File: config.mk
export PLATFORM = sky130hd
export DESIGN_NAME = gw_loopback_top
export DESIGN_NICKNAME = d
export VERILOG_FILES = /design/src/hw/gw_pkg.sv /design/src/hw/gw_link_fifo.sv /design/src/hw/gw_loopback_top.sv /design/src/hw/gw_tag_master.sv /design/src/hw/gw_tag_regs.sv /design/src/hw/gw_test_node.sv
export VERILOG_INCLUDE_DIRS = /design/src /design/src/hw
export SDC_FILE = /design/constraint.sdc
export NUM_CORES = 1
export LEC_CHECK = 0
export BUFFER_PORTS_ARGS = -buffer_cell sky130_fd_sc_hd__buf_2
export CORE_MARGIN = 4
export CORE_UTILIZATION = 45
export CTS_CLUSTER_SIZE = 10
export DETAILED_ROUTE_END_ITERATION = 8
export MAX_ROUTING_LAYER = met4
export SLEW_MARGIN = 40
export SYNTH_ARGS = -nofsm -noshare
export SYNTH_HDL_FRONTEND = slang
export SYNTH_SLANG_ARGS = --single-unit
File: constraint.sdc
create_clock -name clk_i -period 4.1 [get_ports clk_i]
set_input_delay 0.205 -clock clk_i [delete_from_list [all_inputs] [get_ports clk_i]]
set_output_delay 0.205 -clock clk_i [all_outputs]
set_load 0.01 [all_outputs]
File: src/hw/gw_defines.svh
`ifndef GW_DEFINES_SVH
`define GW_DEFINES_SVH

//////////////////////////////
// Link data path
//////////////////////////////

// Word carried by the loopback link
`define GW_DATA_W 8

// Sent, received and error counters
`define GW_CNT_W 16

// Storage entries in the link FIFO
`define GW_FIFO_DEPTH 4

//////////////////////////////
// Tag line packet fields
//////////////////////////////

`define GW_TAG_ID_W 2
`define GW_TAG_PAYLOAD_W 8

// Start value of both pattern LFSRs, must not be zero
`define GW_LFSR_SEED 8'hA5

`endif

File: src/hw/gw_pkg.sv
package gw_pkg;

  `include "gw_defines.svh"

  //////////////////////////////
  // Tag line
  //////////////////////////////

  // Client ids carried in the packet header
  typedef enum logic [`GW_TAG_ID_W-1:0] {
    TAG_CTRL,
    TAG_LIMIT,
    TAG_INJECT,
    TAG_SPARE
  } tag_client_e;

  // Deserializer phases
  typedef enum logic [1:0] {
    IDLE,
    ID,
    PAYLOAD
  } tag_rx_state_e;

  // One decoded packet
  typedef struct packed {
    logic                         valid;
    tag_client_e                  client;
    logic [`GW_TAG_PAYLOAD_W-1:0] payload;
  } tag_cmd_s;

  //////////////////////////////
  // Test node
  //////////////////////////////

  // Register bank to node
  typedef struct packed {
    logic                 enable;
    logic                 soft_reset;
    logic [`GW_CNT_W-1:0] limit;
    logic [`GW_DATA_W-1:0] inject_mask;
    logic                 inject_req;
  } node_ctrl_s;

  // Node counters seen at the top level
  typedef struct packed {
    logic [`GW_CNT_W-1:0] sent;
    logic [`GW_CNT_W-1:0] received;
    logic [`GW_CNT_W-1:0] errors;
    logic                 error_flag;
  } node_status_s;

endpackage

File: src/hw/gw_link_fifo.sv
`timescale 1ns/10ps
`include "gw_defines.svh"

module gw_link_fifo
#(
  parameter int DEPTH = `GW_FIFO_DEPTH
)
(
  input  logic                  clk_i,
  input  logic                  rst_n_i,
  input  logic                  push_valid_i,
  input  logic [`GW_DATA_W-1:0] push_data_i,
  output logic                  push_ready_o,
  output logic                  pop_valid_o,
  output logic [`GW_DATA_W-1:0] pop_data_o,
  input  logic                  pop_ready_i
);

  localparam int PTR_W = (DEPTH > 1) ? $clog2(DEPTH) : 1;
  localparam int CNT_W = $clog2(DEPTH + 1);

  logic [`GW_DATA_W-1:0] mem_q [DEPTH];
  logic [PTR_W-1:0]      wr_ptr_q;
  logic [PTR_W-1:0]      rd_ptr_q;
  logic [CNT_W-1:0]      count_q;
  logic                  out_valid_q;
  logic [`GW_DATA_W-1:0] out_data_q;
  logic                  push_fire;
  logic                  out_free;
  logic                  bypass;
  logic                  mem_wr;
  logic                  mem_rd;

  function automatic logic [PTR_W-1:0] ptr_inc(input logic [PTR_W-1:0] ptr);
    return (ptr == PTR_W'(DEPTH - 1)) ? '0 : ptr + 1'b1;
  endfunction

  assign push_ready_o = (count_q != CNT_W'(DEPTH));
  assign push_fire    = push_valid_i & push_ready_o;

  // Output register takes a new word when empty or being popped
  assign out_free = ~out_valid_q | pop_ready_i;
  assign mem_rd   = out_free & (count_q != '0);
  assign bypass   = out_free & (count_q == '0) & push_fire;
  assign mem_wr   = push_fire & ~bypass;

  always_ff @(posedge clk_i or negedge rst_n_i)
  begin
    if (!rst_n_i)
    begin
      wr_ptr_q    <= '0;
      rd_ptr_q    <= '0;
      count_q     <= '0;
      out_valid_q <= 1'b0;
    end
    else
    begin
      if (mem_wr)
        wr_ptr_q <= ptr_inc(wr_ptr_q);
      if (mem_rd)
        rd_ptr_q <= ptr_inc(rd_ptr_q);
      if (mem_wr && !mem_rd)
        count_q <= count_q + 1'b1;
      else if (mem_rd && !mem_wr)
        count_q <= count_q - 1'b1;
      if (out_free)
        out_valid_q <= mem_rd | bypass;
    end
  end

  always_ff @(posedge clk_i)
  begin
    if (mem_wr)
      mem_q[wr_ptr_q] <= push_data_i;
    if (mem_rd)
      out_data_q <= mem_q[rd_ptr_q];
    else if (bypass)
      out_data_q <= push_data_i;
  end

  assign pop_valid_o = out_valid_q;
  assign pop_data_o  = out_data_q;

endmodule

File: src/hw/gw_loopback_top.sv
`timescale 1ns/10ps
`include "gw_defines.svh"

module gw_loopback_top
(
  input  logic                 clk_i,
  input  logic                 rst_n_i,
  input  logic                 tag_data_i,
  input  logic                 tag_en_i,
  output gw_pkg::node_status_s status_o
);

  gw_pkg::tag_cmd_s      tag_cmd;
  gw_pkg::node_ctrl_s    node_ctrl;
  logic                  inject_ack;
  logic                  push_valid;
  logic [`GW_DATA_W-1:0] push_data;
  logic                  push_ready;
  logic                  pop_valid;
  logic [`GW_DATA_W-1:0] pop_data;
  logic                  pop_ready;

  //////////////////////////////
  // Configuration path
  //////////////////////////////

  gw_tag_master tag_master
  (
    .clk_i      (clk_i),
    .rst_n_i    (rst_n_i),
    .tag_data_i (tag_data_i),
    .tag_en_i   (tag_en_i),
    .cmd_o      (tag_cmd)
  );

  // Registers sit beside the node they steer
  gw_tag_regs tag_regs
  (
    .clk_i        (clk_i),
    .rst_n_i      (rst_n_i),
    .cmd_i        (tag_cmd),
    .inject_ack_i (inject_ack),
    .ctrl_o       (node_ctrl)
  );

  //////////////////////////////
  // Node and loopback link
  //////////////////////////////

  gw_test_node node
  (
    .clk_i        (clk_i),
    .rst_n_i      (rst_n_i),
    .ctrl_i       (node_ctrl),
    .inject_ack_o (inject_ack),
    .push_valid_o (push_valid),
    .push_data_o  (push_data),
    .push_ready_i (push_ready),
    .pop_valid_i  (pop_valid),
    .pop_data_i   (pop_data),
    .pop_ready_o  (pop_ready),
    .status_o     (status_o)
  );

  gw_link_fifo #(
    .DEPTH (`GW_FIFO_DEPTH)
  ) link
  (
    .clk_i        (clk_i),
    .rst_n_i      (rst_n_i),
    .push_valid_i (push_valid),
    .push_data_i  (push_data),
    .push_ready_o (push_ready),
    .pop_valid_o  (pop_valid),
    .pop_data_o   (pop_data),
    .pop_ready_i  (pop_ready)
  );

endmodule

File: src/hw/gw_tag_master.sv
`timescale 1ns/10ps
`include "gw_defines.svh"

module gw_tag_master
(
  input  logic             clk_i,
  input  logic             rst_n_i,
  input  logic             tag_data_i,
  input  logic             tag_en_i,
  output gw_pkg::tag_cmd_s cmd_o
);

  localparam int ID_W    = `GW_TAG_ID_W;
  localparam int PLD_W   = `GW_TAG_PAYLOAD_W;
  localparam int SHIFT_W = ID_W + PLD_W;
  localparam int CNT_W   = $clog2(PLD_W);

  gw_pkg::tag_rx_state_e state_q;
  gw_pkg::tag_rx_state_e state_d;
  logic [CNT_W-1:0]      bit_cnt_q;
  logic [CNT_W-1:0]      bit_cnt_d;
  logic [SHIFT_W-1:0]    shift_q;
  logic [SHIFT_W-1:0]    shift_next;
  logic                  pkt_done;
  logic                  cmd_valid_q;
  logic [SHIFT_W-1:0]    cmd_word_q;

  // Id bits first, then payload, both MSB first
  assign shift_next = {shift_q[SHIFT_W-2:0], tag_data_i};

  //////////////////////////////
  // Packet FSM
  //////////////////////////////

  always_comb
  begin
    state_d   = state_q;
    bit_cnt_d = bit_cnt_q;
    pkt_done  = 1'b0;
    // Disabled cycles leave everything untouched
    if (tag_en_i)
    begin
      case (state_q)
        gw_pkg::IDLE:
        begin
          if (tag_data_i)
          begin
            state_d   = gw_pkg::ID;
            bit_cnt_d = '0;
          end
        end
        gw_pkg::ID:
        begin
          if (bit_cnt_q == CNT_W'(ID_W - 1))
          begin
            state_d   = gw_pkg::PAYLOAD;
            bit_cnt_d = '0;
          end
          else
            bit_cnt_d = bit_cnt_q + 1'b1;
        end
        gw_pkg::PAYLOAD:
        begin
          if (bit_cnt_q == CNT_W'(PLD_W - 1))
          begin
            state_d  = gw_pkg::IDLE;
            pkt_done = 1'b1;
          end
          else
            bit_cnt_d = bit_cnt_q + 1'b1;
        end
        default: state_d = gw_pkg::IDLE;
      endcase
    end
  end

  always_ff @(posedge clk_i or negedge rst_n_i)
  begin
    if (!rst_n_i)
    begin
      state_q     <= gw_pkg::IDLE;
      bit_cnt_q   <= '0;
      cmd_valid_q <= 1'b0;
    end
    else
    begin
      state_q     <= state_d;
      bit_cnt_q   <= bit_cnt_d;
      cmd_valid_q <= pkt_done;
    end
  end

  // Start bit is not kept
  always_ff @(posedge clk_i)
  begin
    if (tag_en_i && state_q != gw_pkg::IDLE)
      shift_q <= shift_next;
    if (pkt_done)
      cmd_word_q <= shift_next;
  end

  assign cmd_o.valid   = cmd_valid_q;
  assign cmd_o.client  = gw_pkg::tag_client_e'(cmd_word_q[SHIFT_W-1 -: ID_W]);
  assign cmd_o.payload = cmd_word_q[PLD_W-1:0];

endmodule

File: src/hw/gw_tag_regs.sv
`timescale 1ns/10ps
`include "gw_defines.svh"

module gw_tag_regs
(
  input  logic               clk_i,
  input  logic               rst_n_i,
  input  gw_pkg::tag_cmd_s   cmd_i,
  input  logic               inject_ack_i,
  output gw_pkg::node_ctrl_s ctrl_o
);

  localparam int LIMIT_PAD_W = `GW_CNT_W - `GW_TAG_PAYLOAD_W;

  gw_pkg::node_ctrl_s ctrl_q;
  logic               wr_ctrl;
  logic               wr_limit;
  logic               wr_inject;

  // Client decode
  always_comb
  begin
    wr_ctrl   = 1'b0;
    wr_limit  = 1'b0;
    wr_inject = 1'b0;
    if (cmd_i.valid)
    begin
      case (cmd_i.client)
        gw_pkg::TAG_CTRL:   wr_ctrl   = 1'b1;
        gw_pkg::TAG_LIMIT:  wr_limit  = 1'b1;
        gw_pkg::TAG_INJECT: wr_inject = 1'b1;
        // Spare client owns no register
        default: ;
      endcase
    end
  end

  always_ff @(posedge clk_i or negedge rst_n_i)
  begin
    if (!rst_n_i)
      ctrl_q <= '0;
    else
    begin
      // Soft reset lasts one cycle
      ctrl_q.soft_reset <= 1'b0;
      if (wr_ctrl)
      begin
        ctrl_q.enable     <= cmd_i.payload[0];
        ctrl_q.soft_reset <= cmd_i.payload[1];
      end
      if (wr_limit)
        ctrl_q.limit <= {{LIMIT_PAD_W{1'b0}}, cmd_i.payload};
      // A new inject write wins over a same-cycle ack
      if (wr_inject)
      begin
        ctrl_q.inject_mask <= cmd_i.payload;
        ctrl_q.inject_req  <= 1'b1;
      end
      else if (inject_ack_i)
        ctrl_q.inject_req <= 1'b0;
    end
  end

  assign ctrl_o = ctrl_q;

endmodule

File: src/hw/gw_test_node.sv
`timescale 1ns/10ps
`include "gw_defines.svh"

module gw_test_node
(
  input  logic                  clk_i,
  input  logic                  rst_n_i,
  input  gw_pkg::node_ctrl_s    ctrl_i,
  output logic                  inject_ack_o,
  output logic                  push_valid_o,
  output logic [`GW_DATA_W-1:0] push_data_o,
  input  logic                  push_ready_i,
  input  logic                  pop_valid_i,
  input  logic [`GW_DATA_W-1:0] pop_data_i,
  output logic                  pop_ready_o,
  output gw_pkg::node_status_s  status_o
);

  localparam int DATA_W = `GW_DATA_W;

  logic [DATA_W-1:0]    tx_lfsr_q;
  logic [DATA_W-1:0]    tx_next;
  logic [DATA_W-1:0]    rx_lfsr_q;
  logic [DATA_W-1:0]    rx_expect;
  logic [`GW_CNT_W-1:0] sent_q;
  logic [`GW_CNT_W-1:0] received_q;
  logic [`GW_CNT_W-1:0] errors_q;
  logic                 error_flag_q;
  logic                 send_ok;
  logic                 push_fire;
  logic                 pop_fire;
  logic                 mismatch;

  // Fibonacci LFSR, taps 8 6 5 4
  function automatic logic [DATA_W-1:0] lfsr_step(input logic [DATA_W-1:0] q);
    return {q[DATA_W-2:0], q[7] ^ q[5] ^ q[4] ^ q[3]};
  endfunction

  //////////////////////////////
  // Sender
  //////////////////////////////

  assign send_ok      = ctrl_i.enable & ~ctrl_i.soft_reset & (sent_q < ctrl_i.limit);
  assign tx_next      = lfsr_step(tx_lfsr_q);
  assign push_valid_o = send_ok;
  // Mask only corrupts the link word, never the LFSR
  assign push_data_o  = tx_next ^ (ctrl_i.inject_req ? ctrl_i.inject_mask : '0);
  assign push_fire    = send_ok & push_ready_i;
  assign inject_ack_o = push_fire & ctrl_i.inject_req;

  always_ff @(posedge clk_i or negedge rst_n_i)
  begin
    if (!rst_n_i)
    begin
      tx_lfsr_q <= `GW_LFSR_SEED;
      sent_q    <= '0;
    end
    else if (ctrl_i.soft_reset)
    begin
      tx_lfsr_q <= `GW_LFSR_SEED;
      sent_q    <= '0;
    end
    else if (push_fire)
    begin
      tx_lfsr_q <= tx_next;
      sent_q    <= sent_q + 1'b1;
    end
  end

  //////////////////////////////
  // Receiver and checker
  //////////////////////////////

  assign pop_ready_o = 1'b1;
  assign pop_fire    = pop_valid_i & pop_ready_o & ~ctrl_i.soft_reset;
  assign rx_expect   = lfsr_step(rx_lfsr_q);
  assign mismatch    = pop_fire & (pop_data_i != rx_expect);

  always_ff @(posedge clk_i or negedge rst_n_i)
  begin
    if (!rst_n_i)
    begin
      rx_lfsr_q    <= `GW_LFSR_SEED;
      received_q   <= '0;
      errors_q     <= '0;
      error_flag_q <= 1'b0;
    end
    else if (ctrl_i.soft_reset)
    begin
      rx_lfsr_q    <= `GW_LFSR_SEED;
      received_q   <= '0;
      errors_q     <= '0;
      error_flag_q <= 1'b0;
    end
    else if (pop_fire)
    begin
      rx_lfsr_q  <= rx_expect;
      received_q <= received_q + 1'b1;
      if (mismatch)
      begin
        errors_q     <= errors_q + 1'b1;
        // Sticky until soft reset
        error_flag_q <= 1'b1;
      end
    end
  end

  assign status_o.sent       = sent_q;
  assign status_o.received   = received_q;
  assign status_o.errors     = errors_q;
  assign status_o.error_flag = error_flag_q;

endmodule

==> out/metrics.yaml, run 1 <==
status: "finished, final reports clean"
drtAntennaViolNets: 0
postCtsSetupBuffers: 0
final_cell_mix: "89 x dfrtp_1, 67 x nand2_1, 59 x edfxtp_1"
utilization: 0.5367
synthArstFlopShare: 0.6242
arrival_ns: 2.73
die_w_um: 133.5
final_nets: 660
worst_ep_required_time_ns: 4.17
worstPathMaxFanout: 10
numCtsBuffers: 17
rr_startpoint: "node.sent_q[5]$_DFFE_PN0P_"
synth-seq-area-share: 0.5976
numPortBuffers: 52
crit_path_cell_trace: "ha_1 > a21o_1 > a221o_1 > a221oi_1 > buf_4 > and2_1"
maxSlewViolCount: 0
slew_headroom: 0.5026
finClkSkew_ns: 0.007183
end_kind: "flip-flop"
hold_violations: 0
grtUsageTotal: 0.1739
dpl-instance-area_um2: 7552
cts.path.max_buffers: 2
synth_nets: 604
crit_start: "node.sent_q[5]$_DFFE_PN0P_"
power.density_nw_per_um2: 427.9
grt_max_degree: 82
synth_ff_type: "dfrtp_1"
clk_pin_slew_ns: 0.06
critical-path-max-stage-delay_ns: 0.42
cts_max_level: 4
grt-ovfl-total: 0
netlist_area_um2: 7086
fin_crit_ns: 2.654
avgViaCountPerCell: 5.403
hp-start: "tag_en_i"
io_pins: 53
start_kind: "flip-flop"
cts_tree: "yes"
fillers: 1310
final_common_cell: "dfrtp_1"
cts.sinks: 157
cts_root_buf: "clkbuf_16"
cp_slowest_cell: "dfrtp_1"
num_vias: 4630
avgSynthCellArea_um2: 12.28
synth.largest_area_cell: "dfrtp_1"
layout-drive-gt1-share: 0.1981
synth_area_leaders: "dfrtp_1 32%, edfxtp_1 25%, ha_1 4.1%, nand2_1 3.5%, dfstp_2 3.0%"
grt_pass1_vias: 4662
postLayoutCellArea_um2: 8219
dieHeight_um: 133.5
diodes: 0
synth_edf_count: 59
gp_congestion: 0.8351
reg2reg_slack_ns: 1.45
dpl.hpwl_mm: 9.774
area_growth_pct: 16.00
setup_viol: 0
synth_top_area_frac: 0.3179
peakVddDrop_mv: 0.4165
drt_iter0_drc: 252
reg2reg_depth: 6
rsz0062_at_grt: "false"
cts_resized: 0
synthCells: 577
rows: 45
tightest_slew_ns: 0.7460
leakagePower_nw: 3.681
yosysWarnings: 0
hold_class: "primary input to flip-flop"
initial_utilization: 0.4627
first_pass_iters: 4
routedWlPerCell_um: 16.45
rr_endpoint: "link.mem_q[0][5]$_DFFE_PP_"
ys_types: 55
crit_type: "flip-flop to flip-flop"
drc: 0
clk_latency_ns: 0.42
max_cap_violations: 0
fin_crit_sh: 0.6473
crit_end: "link.mem_q[0][5]$_DFFE_PP_"
core-area_um2: 15310
grt_pass1_wl_mm: 23.85
ys_ff_latch: 157
die-area_um2: 17820
max_freq_mhz: 376.8
antenna_found_initial: 0
fin_setup_tns_ns: 0
wl_mm: 14.10
-- where the power goes --
| part | internal [mW] | switching (mW) | leakage, nW |
|---|---|---|---|
| sequential | 1.68 | 0.0234 | 1.98 |
| clock | 1.06 | 0.617 | 0.315 |
| combinational | 0.0482 | 0.0931 | 1.39 |
| total | 2.78 | 0.733 | 3.68 |
-- what timing repair did --
item                                    CTS  global route
hold endpoints to repair                 74             0
hold buffers                              2             0
endpoints found under the setup margin    0             0
-- metal layers --
| layer | vias to the layer above | GRT usage | share of wire | wire length (um) |
|---|---|---|---|---|
| met5 | - | - | 0 | 0 |
| li1 | 2208 | - | - | - |
| met3 | 22 | 0.03625 | 0.039 | 546 |
| met4 | 0 | 0.05886 | 0.016 | 232 |
| met1 | 2305 | 0.2301 | 0.46 | 6435 |
| met2 | 95 | 0.2700 | 0.49 | 6883 |
-- cell usage after synthesis (4+ instances only) --
library cell,number
o31ai_1,8
xor2_1,13
xnor2_1,20
dfrtp_1,90
nand4_1,15
nor3_1,6
or4_1,8
mux2i_1,11
nand2_1,67
o21ai_0,20
mux2_2,18
inv_1,26
edfxtp_1,59
nor2_1,27
clkbuf_1,14
o22a_1,4
or3_1,10
nor4_1,6
o21a_1,5
mux4_2,8
a21oi_1,25
nand3b_1,4
dfstp_2,8
a22o_1,5
and2_1,8
nor2b_1,10
and3_1,7
nand3_1,10
ha_1,23
-- worst max-delay path: cells and delay by family (launching register included) --
kind | cells | cell delay, ns
adder cells (fa/ha/maj) | 1 | 0.32
AND/OR/NAND/NOR | 1 | 0.39
flip-flops | 1 | 0.42
AO/OA/AOI/OAI | 3 | 0.94
buffers and inverters | 1 | 0.23
-- worst min path at each step --
stage	end	cells past startpoint
global route	tag_master.state_q[1]$_DFFE_PN0P_	4
floorplan	link.count_q[0]$_DFFE_PN0P_	0
CTS	tag_master.state_q[1]$_DFFE_PN0P_	4
detailed placement	link.rd_ptr_q[1]$_DFFE_PN0N_	1
global placement	tag_master.cmd_word_q[9]$_DFFE_PP_	0
finish	tag_master.state_q[1]$_DFFE_PN0P_	4
-- stage by stage --
stage | total power [mW] | hold slack [ns] | instances | setup slack (ns)
2_1_floorplan | 1.817 | -0.09059 | 577 | 1.454
3_3_place_gp | 1.860 | 0.4110 | 823 | 1.547
3_5_place_dp | 1.874 | 0.3103 | 823 | 1.470
4_1_cts | 3.552 | 0.2827 | 857 | 1.456
5_1_grt | 3.651 | 0.3210 | 857 | 1.238
6_report | 3.517 | 0.3123 | 857 | 1.446
-- cell type report --
type | instances | area [um^2] | area share
inverters | 26 | 97.59 | 0.01187
flip-flops and latches | 157 | 4235 | 0.5153
clock inverters | 13 | 188.9 | 0.02299
repair buffers | 57 | 311.5 | 0.03791
clock buffers | 19 | 452.9 | 0.05511
well taps | 211 | 264.0 | 0.03212
multi-input cells | 374 | 2669 | 0.3247
-- logic make-up after synthesis --
kind of cell / count (synthesis) / synth area share
buffers and inverters: 46 / 0.02613
DFF: 157 / 0.5976
xor gates and xnor gates: 35 / 0.04627
and+or+nand+nor: 192 / 0.1386
AOI/OAI and AO/OA: 87 / 0.08123
muxes: 37 / 0.06957
adders and majority gates: 23 / 0.04062
-- sequential cells by signal, summed over array words and instances, names as in the netlist --
register                flops
link.mem_q                 32
tag_regs.ctrl_o            19
node.errors_q              16
node.received_q            16
node.sent_q                16
tag_master.cmd_word_q      10
tag_master.shift_q          9
link.pop_data_o             8
node.rx_lfsr_q              8
node.tx_lfsr_q              8
link.count_q                3
tag_master.bit_cnt_q        3
link.rd_ptr_q               2
link.wr_ptr_q               2
tag_master.state_q          2
link.pop_valid_o            1
node.error_flag_q           1
tag_master.cmd_valid_q      1
Power figures use the tool's default switching activity.
==> inputs of run 2 (changes only) <==
Clock period 4.1 ns to 2.6 ns, I/O delays scaled along.
==> run 2 against run 1 <==
Effect of this change:
- sequential share of layout area down 0.86 points
- wire length rose by 3.5%
- largest cell class unchanged
- largest power group is now the clock network
- first-iteration DRC count stayed put
- via count up 0.50%
- hold slack worse by 0.12 ns
- non-clock buffer count grew 14
- final area is 1.7% higher
- count of clock-buffer cells in the layout is 1 lower
- final cell count increased by 1.6%
==> out/metrics.yaml, run 2 (synthesis results as in run 1) <==
placedCellCount: 835
drtAntennaViolNets: 0
clk_pin_slew_ns: 0.06
reg2reg_slack_ns: 0.09
dieHeight_um: 133.5
fin_crit_sh: 0.9649
gp_congestion: 0.8351
max_freq_mhz: 398.6
cts_tree: "yes"
grt_pass1_vias: 4713
hold_violations: 0
cts_max_level: 4
first_pass_iters: 5
met3_usage: 0.04041
max_cap_violations: 0
num_vias: 4653
rsz0062_at_grt: "true"
antenna_found_initial: 0
setup_viol: 0
fin_crit_ns: 2.509
grtUsageMet2: 0.2864
final_nets: 674
regMostFlops: "link.mem_q"
die_w_um: 133.5
io_pins: 53
cts.sinks: 157
worst_ep_required_time_ns: 2.94
slew_headroom: 0.5352
busiest_layer: "met2"
grt_pass1_wl_mm: 24.29
grtUsageTotal: 0.1792
final_cells: 871
power.density_nw_per_um2: 673.7
maxSlewViolCount: 0
avgViaCountPerCell: 5.342
numPortBuffers: 52
cts_root_buf: "clkbuf_16"
finClkSkew_ns: 0.009472
grt_use_met1: 0.2250
grt_max_degree: 36
grt-ovfl-total: 0
layout-drive-gt1-share: 0.2182
final_cell_mix: "90 x dfrtp_1, 67 x nand2_1, 59 x edfxtp_1"
rows: 45
core-area_um2: 15310
leakagePower_nw: 3.756
initial_utilization: 0.4627
clk_latency_ns: 0.42
cts.path.max_buffers: 2
dpl.hpwl_mm: 10.11
area_growth_pct: 17.92
peakVddDrop_mv: 0.5264
status: "finished, final reports clean"
tightest_slew_ns: 0.6958
diodes: 0
worstPathMaxFanout: 9
largest_reg_flops: 32
end_kind: "flip-flop"
die-area_um2: 17820
routedWlPerCell_um: 16.76
arrival_ns: 2.85
numCtsBuffers: 17
final_common_cell: "dfrtp_1"
drt_iter0_drc: 252
holdWs_ns: 0.1946
start_kind: "flip-flop"
wl_mm: 14.59
fin_setup_tns_ns: 0
drc: 0
crit_type: "flip-flop to flip-flop"
hold_class: "primary input to asynchronous set/reset pin"
## run 2: stage by stage
stage	power (mW)	utilization	setup WS, ns	instance area, um^2
2_1_floorplan	2.865	-	0.1512	7092
3_3_place_gp	2.937	0.4999	0.08140	7656
3_5_place_dp	2.953	0.4999	0.03504	7656
4_1_cts	5.682	0.5439	0.02278	8329
5_1_grt	5.857	0.5456	-0.02608	8356
6_report	5.629	0.5456	0.09138	8356
## run 2: area by class of cell
type / instances / area (um^2)
clock inverter: 14 / 214.0
multi-input combinational: 374 / 2684
inverter: 26 / 97.59
fill: 1300 / 6959
clock buffer: 18 / 439.2
tap: 211 / 264.0
sequential: 157 / 4234
timing repair buffer: 71 / 422.9
## run 2: layer usage
layer | wire length (um) | share of wire | vias up
met4 | 307 | 0.021 | 0
met1 | 6546 | 0.45 | 2293
met2 | 7268 | 0.50 | 91
met5 | 0 | 0 | -
met3 | 472 | 0.032 | 26
li1 | - | - | 2243
## run 2: critical path, stage by stage, from the launching register on
cell and delay, ns:
dfrtp_1 0.36, inv_1 0.05, ha_1 0.28, a21o_1 0.18, a221o_1 0.42, a221o_2 0.48
or4_1 0.52, a21oi_1 0.15
## run 2: repair_timing
item                                   in CTS  in global routing
resized for setup                           0                  5
endpoints found under the hold margin      31                  0
buffers inserted                            0                  2
hold buffers                                2                  0
setup endpoints to repair                   0                 34
## run 2: worst paths after layout
kind	from	end	cells past startpoint
max in group asynchronous	rst_n_i	node.tx_lfsr_q[5]$_DFFE_PN1P_	3
max	tag_regs.ctrl_o[14]$_DFFE_PN0P_	node.sent_q[5]$_DFFE_PN0P_	7
min reg2reg	tag_master.shift_q[8]$_DFFE_PP_	tag_master.cmd_word_q[9]$_DFFE_PP_	0
max reg2reg	tag_regs.ctrl_o[14]$_DFFE_PN0P_	node.sent_q[5]$_DFFE_PN0P_	7
min in group clk_i	tag_en_i	tag_master.state_q[1]$_DFFE_PN0P_	4
min	rst_n_i	node.errors_q[5]$_DFFE_PN0P_	2
## run 2: power breakdown
part           total, mW  internal [mW]  switching, mW
sequential          2.69           2.65         0.0358
clock               2.72           1.73          0.992
combinational      0.221         0.0772          0.144
